**src/hdl/pipe_pkg.sv**
```systemverilog
// pipeline-wide types and constants
// data word, register index, execute operation and reset values
package pipe_pkg;

    typedef logic [31:0] word_t;     // data, pc or instruction
    typedef logic [4:0]  reg_idx_t;  // gpr number

    // operation carried from decode into execute
    typedef enum logic [3:0] {
        ALU_ADD,
        ALU_SUB,
        ALU_AND,
        ALU_OR,
        ALU_SLT,
        ALU_LUI,   // passes the shifted immediate
        ALU_BEQ,
        ALU_BNE,
        ALU_NONE   // bubble or unknown opcode
    } alu_op_e;

    localparam word_t RESET_PC = 32'hbfc00000;  // boot vector

    localparam int NUM_REGS = 32;

    // golden trace byte enable for a writing instruction
    localparam logic [3:0] TRACE_WEN_ON = 4'b1111;

endpackage

```
**src/hdl/isa_pkg.sv**
```systemverilog
// MIPS instruction encoding for the integer subset of the core
// major opcodes, R-type function codes and instruction field positions
package isa_pkg;

    // field positions inside a 32-bit instruction word
    localparam int OPCODE_LSB = 26;
    localparam int RS_LSB     = 21;
    localparam int RT_LSB     = 16;
    localparam int RD_LSB     = 11;
    localparam int IMM_WIDTH  = 16;  // lower half holds the immediate

    // major opcodes, bits 31:26
    typedef enum logic [5:0] {
        OPC_SPECIAL = 6'h00,  // r-type, operation in funct
        OPC_BEQ     = 6'h04,
        OPC_BNE     = 6'h05,
        OPC_ADDIU   = 6'h09,
        OPC_ORI     = 6'h0d,
        OPC_LUI     = 6'h0f
    } opcode_e;

    // r-type function codes, bits 5:0
    typedef enum logic [5:0] {
        FN_ADDU = 6'h21,
        FN_SUBU = 6'h23,
        FN_AND  = 6'h24,
        FN_OR   = 6'h25,
        FN_SLT  = 6'h2a   // signed compare
    } funct_e;

endpackage
```
**src/hdl/mycpu_top.sv**
```systemverilog
`timescale 1ns/1ps
// four-stage in-order MIPS core top level
module mycpu_top (
    input  logic               aclk,
    input  logic               reset,
    input  logic               inst_busy,
    input  pipe_pkg::word_t    inst_rdata,
    output pipe_pkg::word_t    inst_addr,
    output pipe_pkg::word_t    debug_wb_pc,
    output pipe_pkg::word_t    debug_wb_rf_wdata,
    output logic [3:0]         debug_wb_rf_wen,
    output pipe_pkg::reg_idx_t debug_wb_rf_wnum
);
    import pipe_pkg::*;

    // fetch to decode
    logic     id_valid;
    word_t    id_pc;
    word_t    id_instr;

    // decode to execute
    logic     ex_valid;
    word_t    ex_pc;
    alu_op_e  ex_op;
    reg_idx_t ex_rs;
    reg_idx_t ex_rt;
    reg_idx_t ex_dst;
    word_t    ex_a;
    word_t    ex_b;
    logic     ex_b_is_imm;
    word_t    ex_target;

    // branch redirect from execute
    logic     branch_taken;
    word_t    branch_target;

    // execute to writeback
    logic     res_valid;
    word_t    res_pc;
    reg_idx_t res_dst;
    word_t    res_data;

    // writeback to regfile and bypass
    logic     wb_we;
    reg_idx_t wb_dst;
    word_t    wb_data;

    // every port matches a wire or top-level port of the same name
    fetch_stage u_fetch_stage (.*);

    decode_stage u_decode_stage (.*);

    execute_stage u_execute_stage (.*);

    writeback_stage u_writeback_stage (.*);

endmodule

```
**src/hdl/writeback_stage.sv**
```systemverilog
`timescale 1ns/1ps
// writeback stage, drives the register-file write port
// and mirrors each retiring write onto the golden trace
module writeback_stage (
    input  logic               aclk,
    input  logic               reset,
    input  logic               res_valid,
    input  pipe_pkg::word_t    res_pc,
    input  pipe_pkg::reg_idx_t res_dst,
    input  pipe_pkg::word_t    res_data,
    output logic               wb_we,
    output pipe_pkg::reg_idx_t wb_dst,
    output pipe_pkg::word_t    wb_data,
    output pipe_pkg::word_t    debug_wb_pc,
    output pipe_pkg::word_t    debug_wb_rf_wdata,
    output logic [3:0]         debug_wb_rf_wen,
    output pipe_pkg::reg_idx_t debug_wb_rf_wnum
);
    import pipe_pkg::*;

    word_t wb_pc;

    always_ff @(posedge aclk) begin
        if (reset) begin
            wb_we <= 1'b0;
        end else begin
            wb_we <= res_valid && (res_dst != '0);  // r0 writes dropped here
        end
    end

    always_ff @(posedge aclk) begin
        wb_pc   <= res_pc;
        wb_dst  <= res_dst;
        wb_data <= res_data;
    end

    assign debug_wb_pc       = wb_pc;
    assign debug_wb_rf_wdata = wb_data;
    assign debug_wb_rf_wen   = wb_we ? TRACE_WEN_ON : 4'b0000;
    assign debug_wb_rf_wnum  = wb_dst;

endmodule

```
**src/hdl/execute_stage.sv**
```systemverilog
`timescale 1ns/1ps
// execute stage, forwards the writeback result into the operands
// computes the alu result and resolves branches
module execute_stage (
    input  logic               ex_valid,
    input  pipe_pkg::word_t    ex_pc,
    input  pipe_pkg::alu_op_e  ex_op,
    input  pipe_pkg::reg_idx_t ex_rs,
    input  pipe_pkg::reg_idx_t ex_rt,
    input  pipe_pkg::reg_idx_t ex_dst,
    input  pipe_pkg::word_t    ex_a,
    input  pipe_pkg::word_t    ex_b,
    input  logic               ex_b_is_imm,
    input  pipe_pkg::word_t    ex_target,
    input  logic               wb_we,
    input  pipe_pkg::reg_idx_t wb_dst,
    input  pipe_pkg::word_t    wb_data,
    output logic               branch_taken,
    output pipe_pkg::word_t    branch_target,
    output logic               res_valid,
    output pipe_pkg::word_t    res_pc,
    output pipe_pkg::reg_idx_t res_dst,
    output pipe_pkg::word_t    res_data
);
    import pipe_pkg::*;

    word_t op_a;
    word_t op_b;
    word_t alu_res;
    logic  equal;
    logic  writes_reg;

    assign op_a = (wb_we && ex_rs != '0 && wb_dst == ex_rs) ? wb_data : ex_a;
    // immediate operands never take the bypass
    assign op_b = (!ex_b_is_imm && wb_we && ex_rt != '0 && wb_dst == ex_rt) ? wb_data : ex_b;

    always_comb begin
        case (ex_op)
            ALU_ADD: alu_res = op_a + op_b;
            ALU_SUB: alu_res = op_a - op_b;
            ALU_AND: alu_res = op_a & op_b;
            ALU_OR:  alu_res = op_a | op_b;
            ALU_SLT: alu_res = {31'b0, $signed(op_a) < $signed(op_b)};
            ALU_LUI: alu_res = op_b;  // already shifted in decode
            default: alu_res = '0;
        endcase
    end

    assign equal = (op_a == op_b);

    assign branch_taken = ex_valid &&
                          ((ex_op == ALU_BEQ && equal) || (ex_op == ALU_BNE && !equal));
    assign branch_target = ex_target;

    assign writes_reg = (ex_op != ALU_BEQ) && (ex_op != ALU_BNE) && (ex_op != ALU_NONE);

    assign res_valid = ex_valid;
    assign res_pc    = ex_pc;
    assign res_dst   = writes_reg ? ex_dst : '0;
    assign res_data  = alu_res;

endmodule

```
**src/hdl/decode_stage.sv**
```systemverilog
`timescale 1ns/1ps
// decode stage with the register file
// turns the instruction into an operation and operands for execute
module decode_stage (
    input  logic               aclk,
    input  logic               reset,
    input  logic               id_valid,
    input  pipe_pkg::word_t    id_pc,
    input  pipe_pkg::word_t    id_instr,
    input  logic               branch_taken,
    input  logic               wb_we,
    input  pipe_pkg::reg_idx_t wb_dst,
    input  pipe_pkg::word_t    wb_data,
    output logic               ex_valid,
    output pipe_pkg::word_t    ex_pc,
    output pipe_pkg::alu_op_e  ex_op,
    output pipe_pkg::reg_idx_t ex_rs,
    output pipe_pkg::reg_idx_t ex_rt,
    output pipe_pkg::reg_idx_t ex_dst,
    output pipe_pkg::word_t    ex_a,
    output pipe_pkg::word_t    ex_b,
    output logic               ex_b_is_imm,
    output pipe_pkg::word_t    ex_target
);
    import pipe_pkg::*;
    import isa_pkg::*;

    opcode_e  opcode;
    funct_e   funct;
    reg_idx_t rs;
    reg_idx_t rt;
    reg_idx_t rd;
    word_t    imm_sext;
    word_t    imm_zext;
    word_t    imm_upper;
    alu_op_e  dec_op;
    reg_idx_t dec_dst;
    word_t    dec_imm;
    logic     dec_b_is_imm;
    word_t    rs_val;
    word_t    rt_val;
    word_t    regs [NUM_REGS];

    assign opcode    = opcode_e'(id_instr[OPCODE_LSB +: 6]);
    assign funct     = funct_e'(id_instr[5:0]);
    assign rs        = id_instr[RS_LSB +: 5];
    assign rt        = id_instr[RT_LSB +: 5];
    assign rd        = id_instr[RD_LSB +: 5];
    assign imm_sext  = {{(32 - IMM_WIDTH){id_instr[IMM_WIDTH-1]}}, id_instr[IMM_WIDTH-1:0]};
    assign imm_zext  = {{(32 - IMM_WIDTH){1'b0}}, id_instr[IMM_WIDTH-1:0]};
    assign imm_upper = {id_instr[IMM_WIDTH-1:0], {(32 - IMM_WIDTH){1'b0}}};

    always_comb begin
        dec_op       = ALU_NONE;
        dec_dst      = '0;  // zero means no write
        dec_b_is_imm = 1'b0;
        dec_imm      = imm_sext;
        case (opcode)
            OPC_SPECIAL: begin
                dec_dst = rd;
                case (funct)
                    FN_ADDU: dec_op = ALU_ADD;
                    FN_SUBU: dec_op = ALU_SUB;
                    FN_AND:  dec_op = ALU_AND;
                    FN_OR:   dec_op = ALU_OR;
                    FN_SLT:  dec_op = ALU_SLT;
                    default: dec_dst = '0;  // unknown funct is a no-op
                endcase
            end
            OPC_ADDIU: begin
                dec_op       = ALU_ADD;
                dec_dst      = rt;
                dec_b_is_imm = 1'b1;
            end
            OPC_ORI: begin
                dec_op       = ALU_OR;
                dec_dst      = rt;
                dec_b_is_imm = 1'b1;
                dec_imm      = imm_zext;
            end
            OPC_LUI: begin
                dec_op       = ALU_LUI;
                dec_dst      = rt;
                dec_b_is_imm = 1'b1;
                dec_imm      = imm_upper;
            end
            OPC_BEQ: dec_op = ALU_BEQ;
            OPC_BNE: dec_op = ALU_BNE;
            default: dec_op = ALU_NONE;
        endcase
    end

    // register file, a write in this cycle is seen by the read
    always_ff @(posedge aclk) begin
        if (wb_we && wb_dst != '0) begin
            regs[wb_dst] <= wb_data;
        end
    end

    assign rs_val = (rs == '0) ? '0 : (wb_we && wb_dst == rs) ? wb_data : regs[rs];
    assign rt_val = (rt == '0) ? '0 : (wb_we && wb_dst == rt) ? wb_data : regs[rt];

    always_ff @(posedge aclk) begin
        if (reset) begin
            ex_valid <= 1'b0;
        end else begin
            ex_valid <= id_valid && !branch_taken;  // squash the younger one
        end
    end

    always_ff @(posedge aclk) begin
        ex_pc       <= id_pc;
        ex_op       <= dec_op;
        ex_rs       <= rs;
        ex_rt       <= rt;
        ex_dst      <= dec_dst;
        ex_a        <= rs_val;
        ex_b        <= dec_b_is_imm ? dec_imm : rt_val;
        ex_b_is_imm <= dec_b_is_imm;
        ex_target   <= id_pc + 32'd4 + {imm_sext[29:0], 2'b00};  // no delay slot
    end

endmodule

```
**src/hdl/fetch_stage.sv**
```systemverilog
`timescale 1ns/1ps
// fetch stage, holds the pc and drives the instruction port
// captures the returned word into the fetch/decode register
module fetch_stage (
    input  logic            aclk,
    input  logic            reset,
    input  logic            inst_busy,
    input  logic            branch_taken,
    input  pipe_pkg::word_t branch_target,
    input  pipe_pkg::word_t inst_rdata,
    output pipe_pkg::word_t inst_addr,
    output logic            id_valid,
    output pipe_pkg::word_t id_pc,
    output pipe_pkg::word_t id_instr
);
    import pipe_pkg::*;

    word_t pc;
    logic  accept;  // instruction taken this cycle

    assign inst_addr = pc;
    assign accept    = !inst_busy && !branch_taken;  // redirect beats a stall

    always_ff @(posedge aclk) begin
        if (reset) begin
            pc <= RESET_PC;
        end else if (branch_taken) begin
            pc <= branch_target;
        end else if (accept) begin
            pc <= pc + 32'd4;
        end
    end

    always_ff @(posedge aclk) begin
        if (reset) begin
            id_valid <= 1'b0;
        end else begin
            id_valid <= accept;  // bubble when stalled or squashed
        end
    end

    always_ff @(posedge aclk) begin
        if (accept) begin
            id_pc    <= pc;
            id_instr <= inst_rdata;
        end
    end

endmodule

```
**config.mk**
```make
export PLATFORM = sky130hd
export DESIGN_NAME = mycpu_top
export DESIGN_NICKNAME = d
export VERILOG_FILES = /design/src/hdl/pipe_pkg.sv /design/src/hdl/isa_pkg.sv /design/src/hdl/mycpu_top.sv /design/src/hdl/writeback_stage.sv /design/src/hdl/execute_stage.sv /design/src/hdl/decode_stage.sv /design/src/hdl/fetch_stage.sv
export SDC_FILE = /design/constraint.sdc
export NUM_CORES = 2
export LEC_CHECK = 0
export BUFFER_PORTS_ARGS = -buffer_cell sky130_fd_sc_hd__buf_2
export CORE_ASPECT_RATIO = 1.4
export CORE_MARGIN = 1.5
export CORE_UTILIZATION = 55
export DETAILED_ROUTE_END_ITERATION = 10
export PLACE_DENSITY_LB_ADDON = 0.2
export SYNTH_ARGS = -nofsm -noshare
export SYNTH_HDL_FRONTEND = slang
export SYNTH_SLANG_ARGS = --single-unit
export TNS_END_PERCENT = 100
```
**constraint.sdc**
```tcl
create_clock -name aclk -period 5.8 [get_ports aclk]
set_input_delay 0.29 -clock aclk [delete_from_list [all_inputs] [get_ports aclk]]
set_output_delay 0.29 -clock aclk [all_outputs]
set_load 0.005 [all_outputs]
```
* Word level (Yosys, flattened, before mapping)
Memories as Yosys holds them, arrays and structs flattened. A register that Yosys moved wholly into a read port is not among the register bits. Cells that the tools add are included.
Storage, ports and cells: register bits 284, RAM bits 1024, output and inout port bits 105, word-level logic and storage cells 100, memories 1
Memory list:
- u_decode_stage.regs | words 32, bits a word 32, rd ports 2, clocked after Yosys merged registers in 2, wr ports 1, RTL line decode_stage.sv:42 | word_t regs [NUM_REGS];
Cells by class: $add $sub $neg 5, $lt $le $gt $ge 1, equal/unequal tests 24, mux-type cells 19, bitwise operators 2, reductions and logical operators 31
Operator list (number):
- $mux W32 | 7
- $pmux W32 S6 | 1
- $add A32 B3 Y32 const B | 2
- $add A32 B32 Y32 | 2
- $pmux W32 S2 | 1
- $and A32 B32 Y32 | 1
- $eq A32 B32 Y1 | 1
- $lt A32 B32 Y1 | 1
- $or A32 B32 Y32 | 1
- $sub A32 B32 Y32 | 1
- $eq A6 B6 Y1 const B | 5
- $pmux W4 S6 | 1
- $pmux W4 S5 | 1
- $reduce_bool A5 Y1 | 4
- $eq A6 B4 Y1 const B | 3
- $eq A4 B3 Y1 const B | 4
- $eq A5 B5 Y1 | 3
- $logic_and A1 B1 Y1 | 15
- $mux W5 | 3
- $eq A6 B3 Y1 const B | 2
- $logic_not A5 Y1 | 2
- $pmux W5 S2 | 1
- $eq A4 B2 Y1 const B | 2
- $ne A4 B3 Y1 const B | 2
- 11 further kinds | 16

* Logic depth before layout (Yosys ltp)
depth after elaboration 14, depth in mapped cells 21, depth with buffers taken out 19

* Cells and area by module
A second synthesis with hierarchy kept.
Unflattened totals: cell total of the unflattened synthesis 4141, area, all modules 65407.7 µm²
Modules (own cells, without submodules):
- decode_stage | times used 1, cells an instance 2787, area an instance 53168.5 µm², sequential area each 33692.3 µm²
- execute_stage | times used 1, cells an instance 938, area an instance 6645.1 µm², sequential area each 0.0 µm²
- fetch_stage | times used 1, cells an instance 301, area an instance 3852.4 µm², sequential area each 2582.5 µm²
- writeback_stage | times used 1, cells an instance 115, area an instance 1741.7 µm², sequential area each 1401.3 µm²

* Worst setup path after synthesis
No wires, ideal clock.
kind register to register, start register u_writeback_stage.wb_dst[2], in the netlist u_writeback_stage.debug_wb_rf_wnum[2], end register (tool-made name), setup time 0.121 ns, data arrival time 5.166 ns, data required time 5.679 ns, slack 0.513 ns, cell stages (with the launch flop) 17, cells stage by stage dfxtp_1 > buf_1 > xnor2_1 > nand4_1 > nor3_1 > clkbuf_1 > mux2_2 > ha_1 > clkbuf_1 > or2_2 > or4_1 > nor3_1 > xnor2_1 > nand4_1 > nor2b_1 > buf_2 > mux2_2
RTL lines:
- start: declaration | RTL line writeback_stage.sv:12 | output pipe_pkg::reg_idx_t wb_dst,
- start signal: assignment | RTL line writeback_stage.sv:33 | wb_dst <= res_dst;

* Worst setup path after layout
start register u_writeback_stage.wb_dst[3], in the netlist u_writeback_stage.debug_wb_rf_wnum[3], end register u_writeback_stage.wb_data[25], in the netlist u_writeback_stage.debug_wb_rf_wdata[25]
Between the ends: word-level cells in the longest chain between the ends 5
Ends and longest elaborated chain:
- $eq A5 B5 Y1, on equally long branches | RTL line execute_stage.sv:33, execute_stage.sv:35
- $logic_and A1 B1 Y1, on equally long branches | RTL line execute_stage.sv:33, execute_stage.sv:35
- $mux W32, on equally long branches | RTL line execute_stage.sv:33, execute_stage.sv:35
- $sub A32 B32 Y32 (tied with other cells) | RTL line execute_stage.sv:40 | ALU_SUB: alu_res = op_a - op_b;
- $pmux W32 S6 * | RTL line execute_stage.sv:38 | case (ex_op)
- via res_data[25] | RTL line mycpu_top.sv:41 | word_t res_data;
- end signal: assignment | RTL line writeback_stage.sv:34 | wb_data <= res_data;
- end: declaration | RTL line writeback_stage.sv:13 | output pipe_pkg::word_t wb_data,
The timed path passes the listed nets; every way through them passes the cells marked *. A chain may end at the register's enable or synchronous reset.

==> impl_results.md <==
- Routed vias: 37,510
- Worst R2R Path Depth: 18
- Initial antenna violation count: 0
- Max Clk Rate: a little under 200 MHz
- Share of cells above drive strength 1: 0.3023
- Commonest non-fill, non-tap cell in the layout: edfxtp_1
- Final Critical Period: 5.162 ns
- Final Util: 0.6224
- Worst setup startpoint: u_writeback_stage.debug_wb_rf_wnum[3]
- Fillers: around 8,100
- Worst Path Class, Setup: flop to flop
- Rows: approximately 150
- Hold path cells: 2
- Largest family of logic cells by synthesized area: multiplexers
- Post-synthesis mux area share: 0.2506
- Final-report hold violation count: 0
- IO Port Bufs: between 100 and 150
- Post-synthesis cell type count: 75
- Synth Area in Compound Gates: 0.04864
- Async SR Flop Fraction: 0
- Simple-gate share of the synthesized area: 0.03599
- Post-Layout Cell Count: roughly 5,500
- Total power: approximately 22 mW
- Setup_tns: 0 ns
- Die area: roughly 0.12 mm²
- Vias in the first global route: 37,850
- HPWL after detailed placement: roughly 110,000 µm
- Min-Delay Endpoint: u_fetch_stage.id_valid
- Final Skew: between 0.02 and 0.03 ns
- EDFF count, synth: about 1,100
- Critical Path Fanout Max: 32
- CTS max path bufs: 3
- DRC Markers: 0
- Clk slew on worst S/H paths: ~0.06 ns
- CTS buffer count: approximately 130
- GRT Util Overall: 0.3099
- Setup slack after layout: between 0.6 and 0.7 ns
- Nets: between 4,000 and 5,000
- Top post-synthesis cells by area: edfxtp_1 51%, mux4_2 23%, dfxtp_1 8.0%
- H-tree levels: 4
- Status: completed
- First-pass GRT wire length: approximately 260,000 µm
- Synth Instances: ~3,700
- Place WS: between 0.6 and 0.7 ns
- Final Slew Violations: 0
- Post-synthesis xor/xnor area fraction: 0.01449
- Area Overhead vs Synth: 12.35%
- Hold crit path type: input pin to flop
- Worst skew pair latency: 0.77 ns
- Adder-Cell Fraction of Synth Area: 0.03287
- RD Place Congestion: approximately 0.96
- Cell accounting for the most synthesized area: edfxtp_1
- Flops & latches, synth: around 1,300
- Tcrit/Tclk final: 0.8900
- Die Span Y: just over 400 µm
- DRT iter0 DRCs: slightly above 4,000
- Total Wirelength: 179,500 µm
- Core area: 0.1146 mm²
- Routed len/inst: roughly 32 µm
- Crit Reg-Reg Startpoint: u_writeback_stage.debug_wb_rf_wnum[3]
- Seq/Total Area, Yosys: 0.5951
- Starting density of the core: 0.5540
- Mapped Area: 0.06348 mm²
- Worst-Margin Slew: 1.312 ns
- Rel. slew slack: 0.1234
- Peak VDD IR: ~0.33 mV
- Total clock sinks: 1,343
- R2r setup slk: approximately 0.64 ns
- Final setup viols: 0
- RSZ-0062 raised after global routing: false
- Die Wd: 290.1 µm
- Root buffer cell: clkbuf_16
- Critical Path, Cell by Cell: buf_4 -> or3_1 -> o31a_1 -> nand4_1 -> nor3_2 -> buf_12 -> mux2i_1 -> inv_1 -> ha_1 -> a211oi_1 -> o21ai_0 -> o21a_1 -> o21ba_2 -> a221o_1 -> a311oi_1 -> o21ai_0 -> xnor2_1 -> o221ai_1
- Synth Flop Type: edfxtp_1
- CTS tree: done
- Post-synth top area share: 0.5146
- Power per cell area: 315.2 mW/mm²
- Max cap viols: 0
- Lkg Pwr: between 20 and 25 nW
- CP Launch Type: flop
- Reg-to-reg critical path endpoint: u_writeback_stage.debug_wb_rf_wdata[25]
- CP Data Required Time: between 6 and 7 ns
- Critical Path AT: between 5 and 6 ns
- Hold_sp: reset
- Crit path capture type: flop
- Worst path most repeated cell: o21ai_0
- Critical path's largest stage delay: 0.50 ns
- Largest net degree at the start of global routing: 93
- Syn Area/Cell: around 17 µm²
- Slowest CP cell: a311oi_1
- Most frequent cells in the layout: 1,088 x edfxtp_1, 640 x mux4_2, 249 x dfxtp_1, 190 x nor2_1, 162 x ha_1
- Detail Route Antenna Nets: 0
- # IOs: 140
- Via density: between 6 and 7
- Yosys warnings: 0
- Drt pass-1 iters: 7
- Placed cells: approximately 5,300
- Grt total ovfl: 0
==> area by class of cell <==
class	count	area (µm²)	area share
clock buffer	175	3621	0.05077
inverter	102	382.9	0.005368
antenna	1	2.502	0.00003509
multi-input combinational	2053	24680	0.3461
clock inverter	63	559.3	0.007842
tap	1490	1864	0.02614
sequential	1343	37790	0.5299
timing repair buffer	320	2412	0.03382
==> critical path: cells and delay by family, from the launching register on <==
kind | cells | cell delay, ns
DFF | 1 | 0.41
buffers and inverters | 3 | 0.60
adders and majority gates | 1 | 0.34
muxes | 1 | 0.45
AOI/OAI and AO/OA | 9 | 2.40
and+or+nand+nor | 3 | 0.61
xor gates and xnor gates | 1 | 0.20
==> routing by layer <==
layer / vias to the layer above / global-route usage / wire length [µm]
li1: 15620 / - / -
met1: 19690 / 0.4017 / 67510
met2: 1816 / 0.5196 / 90220
met3: 390 / 0.05480 / 13840
met4: 0 / 0.1304 / 7966
met5: - / 0 / 0
==> cells in the mapped netlist (all sizes together), types with 4 or more instances <==
cell type	number
a211oi	68
a21o	20
a21oi	153
a221oi	22
a22o	5
a311oi	4
a31oi	9
and2	6
and3	15
buf	91
clkbuf	159
dfxtp	255
edfxtp	1088
ha	162
inv	102
mux2	58
mux2i	84
mux4	640
nand2	80
nand2b	18
nand3	24
nand3b	8
nand4	12
nor2	222
nor2b	15
nor3	31
nor3b	7
nor4	15
o211ai	11
o21a	7
o21ai	110
o21bai	16
o221ai	11
o31a	4
o31ai	10
or2	5
or3	12
or4	5
xnor2	57
xor2	48
==> registers in the layout, indices dropped and copies added (netlist names), 4 cells and up, named ones only <==
signal and cells:
u_decode_stage.ex_rt 5, u_writeback_stage.debug_wb_rf_wnum 5, u_decode_stage.ex_rs 5, u_fetch_stage.id_pc 32
u_decode_stage.ex_pc 32, u_decode_stage.ex_dst 5, u_fetch_stage.inst_addr 32, u_writeback_stage.debug_wb_rf_wdata 32
u_decode_stage.ex_target 30, u_writeback_stage.debug_wb_pc 32, u_decode_stage.regs 1024, u_decode_stage.ex_a 32
u_decode_stage.ex_b 32, u_decode_stage.ex_op 4, u_fetch_stage.id_instr 32
==> metrics by stage <==
stage          hold slack (ns)  cell area (µm²)
4_1_cts                0.03604            71320
5_1_grt                 0.1061            71320
2_1_floorplan           0.3096            63600
6_report               0.08947            71320
3_5_place_dp            0.3121            66810
3_3_place_gp            0.3106            66810
==> power by group <==
group	total, mW	internal (mW)	switching, mW
registers	10.8	10.7	0.159
clock network	8.44	4.73	3.71
logic	3.21	1.38	1.83
==> worst max path at each step <==
stage                                                         end  slack, ns  depth (start not counted)
after floorplan                                              flop       0.51                         16
after global placement    u_writeback_stage.debug_wb_rf_wdata[29]       0.73                         19
after detailed placement  u_writeback_stage.debug_wb_rf_wdata[25]       0.68                         18
after CTS                 u_writeback_stage.debug_wb_rf_wdata[25]       0.67                         18
after global routing      u_writeback_stage.debug_wb_rf_wdata[19]       0.28                         19
final                     u_writeback_stage.debug_wb_rf_wdata[25]       0.64                         18
==> cell families (layout without fill, tap and decap cells) <==
| kind of cell | Yosys count | after routing |
|---|---|---|
| other | 1 | 33 |
| muxes | 782 | 782 |
| AOI/OAI and AO/OA | 482 | 482 |
| DFF | 1343 | 1343 |
| adders and majority gates | 165 | 165 |
| buffers and inverters | 352 | 660 |
| and+or+nand+nor | 487 | 487 |
| xor gates and xnor gates | 105 | 105 |
==> what timing repair did <==
item,CTS,global route
endpoints found under the hold margin,39,0
buffers inserted,0,0
gates resized for setup,0,0
hold buffers,33,0
Note: power is estimated with default switching activity, not from simulation.
